## config.mk

```make
export PLATFORM = sky130hd
export DESIGN_NAME = z88_kbd
export DESIGN_NICKNAME = d
export VERILOG_FILES = /design/src/rtl/z88_kbd_pkg.sv /design/src/rtl/ps2_rx.sv /design/src/rtl/scan_decoder.sv /design/src/rtl/kb_matrix_regs.sv /design/src/rtl/z88_kbd.sv
export SDC_FILE = /design/constraint.sdc
export NUM_CORES = 1
export LEC_CHECK = 0
export BUFFER_PORTS_ARGS = -buffer_cell sky130_fd_sc_hd__buf_2
export CAP_MARGIN = 20
export CORE_ASPECT_RATIO = 0.9
export CORE_UTILIZATION = 35
export DETAILED_ROUTE_END_ITERATION = 10
export HOLD_SLACK_MARGIN = 0.08
export PLACE_DENSITY = 0.6
export SYNTH_ARGS = -nofsm -noshare
export SYNTH_HDL_FRONTEND = slang
export SYNTH_SLANG_ARGS = --single-unit
```

## constraint.sdc

```tcl
create_clock -name clk -period 1.9 [get_ports clk]
set_input_delay 0 -clock clk [delete_from_list [all_inputs] [get_ports clk]]
set_output_delay 0 -clock clk [all_outputs]
set_load 0.01 [all_outputs]
```

## src/rtl/z88_kbd_pkg.sv

```systemverilog
package z88_kbd_pkg;

  typedef logic [7:0]  scan_code_t;
  typedef logic [5:0]  key_index_t;
  typedef logic [7:0]  kb_row_t;
  typedef logic [63:0] kb_matrix_t;

  typedef enum logic [1:0] {
    RX_IDLE,
    RX_DATA,
    RX_PARITY,
    RX_STOP
  } rx_state_e;

  typedef enum logic [1:0] {
    DEC_BASE,
    DEC_BREAK,
    DEC_EXT,
    DEC_EXT_BREAK
  } dec_state_e;

  localparam scan_code_t SC_BREAK = 8'hF0;
  localparam scan_code_t SC_EXT   = 8'hE0;

  // Set-2 code per matrix position, one Z88 row per line, column 0 first
  // Rows A8..A15, keypad arrows stand in for the cursor keys
  localparam scan_code_t KEY_CODES [0:63] = '{
    8'h3E, 8'h3D, 8'h31, 8'h33, 8'h35, 8'h36, 8'h5A, 8'h66,
    8'h43, 8'h3C, 8'h32, 8'h34, 8'h2C, 8'h2E, 8'h75, 8'h5D,
    8'h44, 8'h3B, 8'h2A, 8'h2B, 8'h2D, 8'h25, 8'h72, 8'h55,
    8'h46, 8'h42, 8'h21, 8'h23, 8'h24, 8'h26, 8'h74, 8'h4E,
    8'h4D, 8'h3A, 8'h22, 8'h1B, 8'h1D, 8'h1E, 8'h6B, 8'h5B,
    8'h45, 8'h4B, 8'h1A, 8'h1C, 8'h15, 8'h16, 8'h29, 8'h54,
    8'h52, 8'h4C, 8'h41, 8'h06, 8'h14, 8'h0D, 8'h12, 8'h05,
    8'h0E, 8'h4A, 8'h49, 8'h58, 8'h04, 8'h76, 8'h11, 8'h59
  };

  // Returns 1 when the code is mapped, idx then holds row*8+column
  function automatic logic key_lookup(input scan_code_t code, output key_index_t idx);
    logic hit;
    hit = 1'b0;
    idx = '0;
    for (int i = 0; i < 64; i++) begin
      if (!hit && KEY_CODES[i] == code) begin
        hit = 1'b1;
        idx = key_index_t'(i);
      end
    end
    return hit;
  endfunction

endpackage

```

## src/rtl/ps2_rx.sv

```systemverilog
`timescale 1ns/1ps

module ps2_rx #(
  parameter int TIMEOUT_CYCLES = 2000
) (
  input  logic                    clk,
  input  logic                    rst_n,
  input  logic                    ps2clk,
  input  logic                    ps2dat,
  output z88_kbd_pkg::scan_code_t code,
  output logic                    code_valid,
  output logic                    frame_err
);
  import z88_kbd_pkg::*;

  localparam int TW = $clog2(TIMEOUT_CYCLES + 1);

  logic [1:0]    clk_sync;
  logic [1:0]    dat_sync;
  logic          clk_prev;
  logic          clk_fall;
  logic          dat_bit;
  rx_state_e     state;
  logic [2:0]    bit_cnt;
  scan_code_t    shift_q;
  logic          parity_ok;
  logic [TW-1:0] idle_cnt;
  logic          timeout;

  // Two-flop synchronisers, idle level of both lines is high
  always_ff @(posedge clk or negedge rst_n) begin
    if (!rst_n) begin
      clk_sync <= 2'b11;
      dat_sync <= 2'b11;
      clk_prev <= 1'b1;
    end else begin
      clk_sync <= {clk_sync[0], ps2clk};
      dat_sync <= {dat_sync[0], ps2dat};
      clk_prev <= clk_sync[1];
    end
  end

  assign clk_fall = clk_prev & ~clk_sync[1];
  assign dat_bit  = dat_sync[1];
  assign timeout  = (idle_cnt == TW'(TIMEOUT_CYCLES));
  assign code     = shift_q;

  // Frame sequencing and idle watchdog
  always_ff @(posedge clk or negedge rst_n) begin
    if (!rst_n) begin
      state      <= RX_IDLE;
      bit_cnt    <= '0;
      idle_cnt   <= '0;
      code_valid <= 1'b0;
      frame_err  <= 1'b0;
    end else begin
      code_valid <= 1'b0;
      frame_err  <= 1'b0;
      if (clk_fall) begin
        idle_cnt <= '0;
        case (state)
          RX_IDLE: begin
            // Start bit must be low, a high sample is a glitch
            if (!dat_bit) begin
              state   <= RX_DATA;
              bit_cnt <= '0;
            end
          end
          RX_DATA: begin
            bit_cnt <= bit_cnt + 3'd1;
            if (bit_cnt == 3'd7) begin
              state <= RX_PARITY;
            end
          end
          RX_PARITY: begin
            state <= RX_STOP;
          end
          RX_STOP: begin
            state <= RX_IDLE;
            if (dat_bit && parity_ok) begin
              code_valid <= 1'b1;
            end else begin
              frame_err <= 1'b1;
            end
          end
          default: begin
            state <= RX_IDLE;
          end
        endcase
      end else if (state != RX_IDLE) begin
        if (timeout) begin
          // Keyboard went quiet mid-frame, drop it
          state    <= RX_IDLE;
          idle_cnt <= '0;
        end else begin
          idle_cnt <= idle_cnt + TW'(1);
        end
      end
    end
  end

  // Data shifts in LSB first, odd parity over data and parity bit
  always_ff @(posedge clk) begin
    if (clk_fall) begin
      if (state == RX_DATA) begin
        shift_q <= {dat_bit, shift_q[7:1]};
      end
      if (state == RX_PARITY) begin
        parity_ok <= ^{shift_q, dat_bit};
      end
    end
  end

endmodule

```

## src/rtl/scan_decoder.sv

```systemverilog
`timescale 1ns/1ps

module scan_decoder (
  input  logic                    clk,
  input  logic                    rst_n,
  input  z88_kbd_pkg::scan_code_t code,
  input  logic                    code_valid,
  output logic                    key_valid,
  output z88_kbd_pkg::key_index_t key_idx,
  output logic                    key_down
);
  import z88_kbd_pkg::*;

  dec_state_e state;
  logic       is_break;
  logic       is_ext;
  logic       lut_hit;
  key_index_t lut_idx;

  assign is_break = (code == SC_BREAK);
  assign is_ext   = (code == SC_EXT);

  always_comb begin
    lut_hit = key_lookup(code, lut_idx);
  end

  // Prefix tracking, one event per ordinary byte in base or break state
  always_ff @(posedge clk or negedge rst_n) begin
    if (!rst_n) begin
      state     <= DEC_BASE;
      key_valid <= 1'b0;
    end else begin
      key_valid <= 1'b0;
      if (code_valid) begin
        case (state)
          DEC_BASE: begin
            if (is_break) begin
              state <= DEC_BREAK;
            end else if (is_ext) begin
              state <= DEC_EXT;
            end else begin
              key_valid <= lut_hit;
            end
          end
          DEC_BREAK: begin
            if (is_ext) begin
              state <= DEC_EXT_BREAK;
            end else if (!is_break) begin
              key_valid <= lut_hit;
              state     <= DEC_BASE;
            end
          end
          DEC_EXT: begin
            // Extended keys are not on the Z88 matrix
            if (is_break) begin
              state <= DEC_EXT_BREAK;
            end else if (!is_ext) begin
              state <= DEC_BASE;
            end
          end
          DEC_EXT_BREAK: begin
            if (!is_break && !is_ext) begin
              state <= DEC_BASE;
            end
          end
          default: begin
            state <= DEC_BASE;
          end
        endcase
      end
    end
  end

  // Event payload, only looked at while key_valid is high
  always_ff @(posedge clk) begin
    if (code_valid) begin
      key_idx  <= lut_idx;
      key_down <= (state == DEC_BASE);
    end
  end

endmodule

```

## src/rtl/kb_matrix_regs.sv

```systemverilog
`timescale 1ns/1ps

module kb_matrix_regs (
  input  logic                    clk,
  input  logic                    rst_n,
  input  logic                    key_valid,
  input  z88_kbd_pkg::key_index_t key_idx,
  input  logic                    key_down,
  input  z88_kbd_pkg::kb_row_t    row_sel,
  output z88_kbd_pkg::kb_matrix_t kbmat_out,
  output z88_kbd_pkg::kb_row_t    kb_col
);
  import z88_kbd_pkg::*;

  kb_matrix_t matrix;
  kb_row_t    rows [0:7];

  // Active low, a cleared bit is a pressed key
  always_ff @(posedge clk or negedge rst_n) begin
    if (!rst_n) begin
      matrix <= '1;
    end else if (key_valid) begin
      matrix[key_idx] <= ~key_down;
    end
  end

  // Row r lives in bits 8r+7..8r
  always_comb begin
    for (int r = 0; r < 8; r++) begin
      rows[r] = matrix[r*8 +: 8];
    end
  end

  // Keyboard port read, every selected row pulls its columns low
  always_comb begin
    kb_col = '1;
    for (int r = 0; r < 8; r++) begin
      if (!row_sel[r]) begin
        kb_col = kb_col & rows[r];
      end
    end
  end

  assign kbmat_out = matrix;

endmodule

```

## src/rtl/z88_kbd.sv

```systemverilog
`timescale 1ns/1ps

module z88_kbd #(
  parameter int TIMEOUT_CYCLES = 2000
) (
  input  logic                    clk,
  input  logic                    rst_n,
  input  logic                    ps2clk,
  input  logic                    ps2dat,
  input  z88_kbd_pkg::kb_row_t    row_sel,
  output z88_kbd_pkg::kb_matrix_t kbmat_out,
  output z88_kbd_pkg::kb_row_t    kb_col,
  output logic                    frame_err
);
  import z88_kbd_pkg::*;

  // Receiver to decoder
  scan_code_t code;
  logic       code_valid;

  // Decoder to matrix
  logic       key_valid;
  key_index_t key_idx;
  logic       key_down;

  ps2_rx #(
    .TIMEOUT_CYCLES(TIMEOUT_CYCLES)
  ) ps2_rx_i (
    .clk       (clk),
    .rst_n     (rst_n),
    .ps2clk    (ps2clk),
    .ps2dat    (ps2dat),
    .code      (code),
    .code_valid(code_valid),
    .frame_err (frame_err)
  );

  scan_decoder scan_decoder_i (
    .clk       (clk),
    .rst_n     (rst_n),
    .code      (code),
    .code_valid(code_valid),
    .key_valid (key_valid),
    .key_idx   (key_idx),
    .key_down  (key_down)
  );

  kb_matrix_regs kb_matrix_regs_i (
    .clk      (clk),
    .rst_n    (rst_n),
    .key_valid(key_valid),
    .key_idx  (key_idx),
    .key_down (key_down),
    .row_sel  (row_sel),
    .kbmat_out(kbmat_out),
    .kb_col   (kb_col)
  );

endmodule

```

==> impl_metrics.ini <==
[cts]
cts_tree = built
clock-sinks = 106
cts_buffer_depth = 2
clock_latency_ps = 350
path_clk_slew_ps = 80
cts-htree-levels = 3
root_buffer = clkbuf_16
cts_inserted_buffers = 9

[timing]
fin_setup_tns_ps = -871
rsz0062_at_grt = yes
slew_headroom = 0.613
final.period_utilization = 1.11
setup_viol = 7
finalHoldViolCount = 0
slew_violations = 0
tightestPinTransition_ps = 580
period_needed_ps = 2100
finClkSkew_ps = 10.7
layout_setup_ws_ps = -200
fmax_mhz = 476

[drt]
vias = 6170
met2_length_microns = 9240
wl_per_cell_microns = 19.0
top_layer = met4
via_per_inst = 5.68
ant_nets = 0
wirelength_microns = 20600
drc = 0
wl_met1_microns = 9430
drt_iter0_markers = 452
dr_wl_met3_microns = 1460
dr.pass1.iters = 5

[placed_design]
dp_hpwl_microns = 14700
place_congestion = 0.951
dp_slack_ps = -448
place_area_sq_um = 7490
numPortBuffers = 84

[yosys]
yosysWarnings = 0
synth-seq-cells = 106
synth_edf_count = 16
synth.avg_cell_area_sq_um = 9.27
ys_seq_area_frac = 0.457
synthArstFlopShare = 0.849
synthesis.area_sq_um = 6170
synth.distinct_cells = 75
synth_top_flop_cell = dfstp_2
synthCells = 666
syn_nets = 686

[global_route]
antenna_found_initial = 0
first_global_vias = 5750
grt_pass1_wl_microns = 32000
grt.total_usage = 0.228
grt_max_degree = 65
grt-ovfl-total = 0

[floorplanning]
ios = 85
die_area_sq_um = 18200
core_sq_um = 17100
die_h_microns = 128
rows = 45
fp.dieW_microns = 142
start_util = 0.362

[final_layout]
nFillCells = 1612
num-nets-final = 866
diodes = 0
stdcell_area_sq_um = 8480
area_growth_pct = 37.5
drive_gt1_frac = 0.452

[setup_path]
arrival_ps = 2180
r2r_setup_slack_ps = -200
path_class = flip-flop to flip-flop
critPathRequiredTime_ps = 1980
startpoint_type = flip-flop
cp-end-kind = flip-flop
worstPathMaxFanout = 9

[hold_path]
hp-class = primary input to async pin

[power_and_ir_drop]
peakVddDrop_v = 0.000524
total_leakage_power_nw = 3.53
powerDensity_nw_per_um2 = 732

[status]
violations = setup timing
status = finished with violations

[job]
cap_violations = 0
[synth_stat cells (all sizes together), types with 6 or more instances]
library cell / number / area, sq um
nor2: 70 / 263
dfstp: 69 / 1810
a21oi: 68 / 340
a31oi: 46 / 288
clkbuf: 36 / 135
o22ai: 35 / 219
nand2: 34 / 128
buf: 27 / 164
nand3: 24 / 120
o21ai: 23 / 126
dfrtp: 21 / 526
edfxtp: 16 / 480
inv: 13 / 48.8
nor2b: 11 / 68.8
nand2b: 10 / 62.6
nand4: 10 / 62.6
nor4: 10 / 77.6
nor3: 9 / 45.0
xnor2: 9 / 78.8
ha: 8 / 100
nor3b: 8 / 65.1
o31ai: 8 / 60.1
mux2i: 6 / 60.1
nor4b: 6 / 71.3
xor2: 6 / 52.6
[layout by cell type, fill, tap and decap left out, drive strengths merged, types with 8 or more instances in the layout]
master / count
a31oi: 46
dfrtp: 21
a21oi: 68
inv: 13
dfstp: 69
nor2: 70
nand2: 34
edfxtp: 16
clkbuf: 10
ha: 8
o21ai: 23
nor3: 9
nor2b: 11
nor3b: 8
nor4: 10
buf: 229
nand4: 10
xnor2: 9
o31ai: 8
o22ai: 35
nand3: 24
nand2b: 10
[registers in the layout, summed over array words and instances, names as in the netlist]
name	flops
kb_matrix_regs_i.kbmat_out	64
ps2_rx_i.idle_cnt	11
ps2_rx_i.code	8
scan_decoder_i.key_idx	6
ps2_rx_i.bit_cnt	3
ps2_rx_i.clk_sync	2
ps2_rx_i.dat_sync	2
ps2_rx_i.state	2
scan_decoder_i.state	2
ps2_rx_i.clk_prev	1
ps2_rx_i.code_valid	1
ps2_rx_i.frame_err	1
ps2_rx_i.parity_ok	1
scan_decoder_i.key_down	1
scan_decoder_i.key_valid	1
[worst max-delay path: stages (launching register included)]
cell	delay, ps
edfxtp_1	460
buf_6	170
buf_4	140
nand4b_1	160
buf_4	140
buf_4	100
o2111ai_2	150
nor4_2	360
o311ai_1	150
[layer usage]
metal  track usage  vias to the layer above
met5             0                        -
met4        0.0664                        0
met3        0.0445                       49
met2         0.348                      255
met1         0.326                     3009
li1              -                     2857
[stage by stage]
stage | total power, mW | utilization | std cells | hold WS, ps
2_1_floorplan | 3.47 | - | 666 | -296
3_3_place_gp | 4.06 | 0.439 | 1035 | 38.5
3_5_place_dp | 4.09 | 0.439 | 1035 | 45.7
4_1_cts | 6.09 | 0.480 | 1072 | 208
5_1_grt | 6.52 | 0.497 | 1086 | 263
6_report | 6.21 | 0.497 | 1086 | 214
[power by group]
| group | internal [mW] | total (mW) | switching (mW) |
|---|---|---|---|
| combinational | 0.826 | 1.77 | 0.939 |
| sequential | 2.48 | 2.61 | 0.129 |
| clock | 0.921 | 1.83 | 0.908 |
| total | 4.23 | 6.21 | 1.98 |
[path summary, 6_finish.rpt]
| path | cells past startpoint | to | start |
|---|---|---|---|
| max reg2reg | 8 | scan_decoder_i.key_idx[0]$_SDFFCE_PP1P_ | ps2_rx_i.code[0]$_DFFE_PP_ |
| min in group clk | 2 | ps2_rx_i.dat_sync[0]$_DFF_PN1_ | ps2dat |
| min | 2 | ps2_rx_i.state[1]$_DFFE_PN0P_ | rst_n |
| min reg2reg | 0 | ps2_rx_i.clk_sync[1]$_DFF_PN1_ | ps2_rx_i.clk_sync[0]$_DFF_PN1_ |
| max in group asynchronous | 3 | kb_matrix_regs_i.kbmat_out[46]$_DFFE_PN1P_ | rst_n |
| max | 8 | scan_decoder_i.key_idx[0]$_SDFFCE_PP1P_ | ps2_rx_i.code[0]$_DFFE_PP_ |
[cells by family after synthesis]
group,Yosys count,share of synthesized area
XOR/XNOR,16,0.0249
AND/OR/NAND/NOR,232,0.210
adder cells (fa/ha/maj),8,0.0162
AO/OA/AOI/OAI,219,0.221
flip-flops,106,0.457
buffers and inverters,77,0.0570
multiplexers,8,0.0134
[cell type report]
type / count / area, sq um / share of cell area
Multi-Input combinational cell: 483 / 3350 / 0.395
Sequential cell: 106 / 2820 / 0.332
Timing Repair Buffer: 232 / 1670 / 0.196
Tap cell: 235 / 294 / 0.0347
Clock buffer: 10 / 229 / 0.0270
Clock inverter: 6 / 62.6 / 0.00737
Inverter: 14 / 58.8 / 0.00693
[timing repair]
action                                 4_1_cts  5_1_grt
endpoints found under the hold margin       43        0
pin swaps                                   18       32
gates cloned                                 2        1
buffers inserted                            16       15
setup endpoints to repair                    9       13
hold buffers                                 3        0
gates resized for setup                     49       51
No activity file was read; power rests on OpenSTA's default activity.
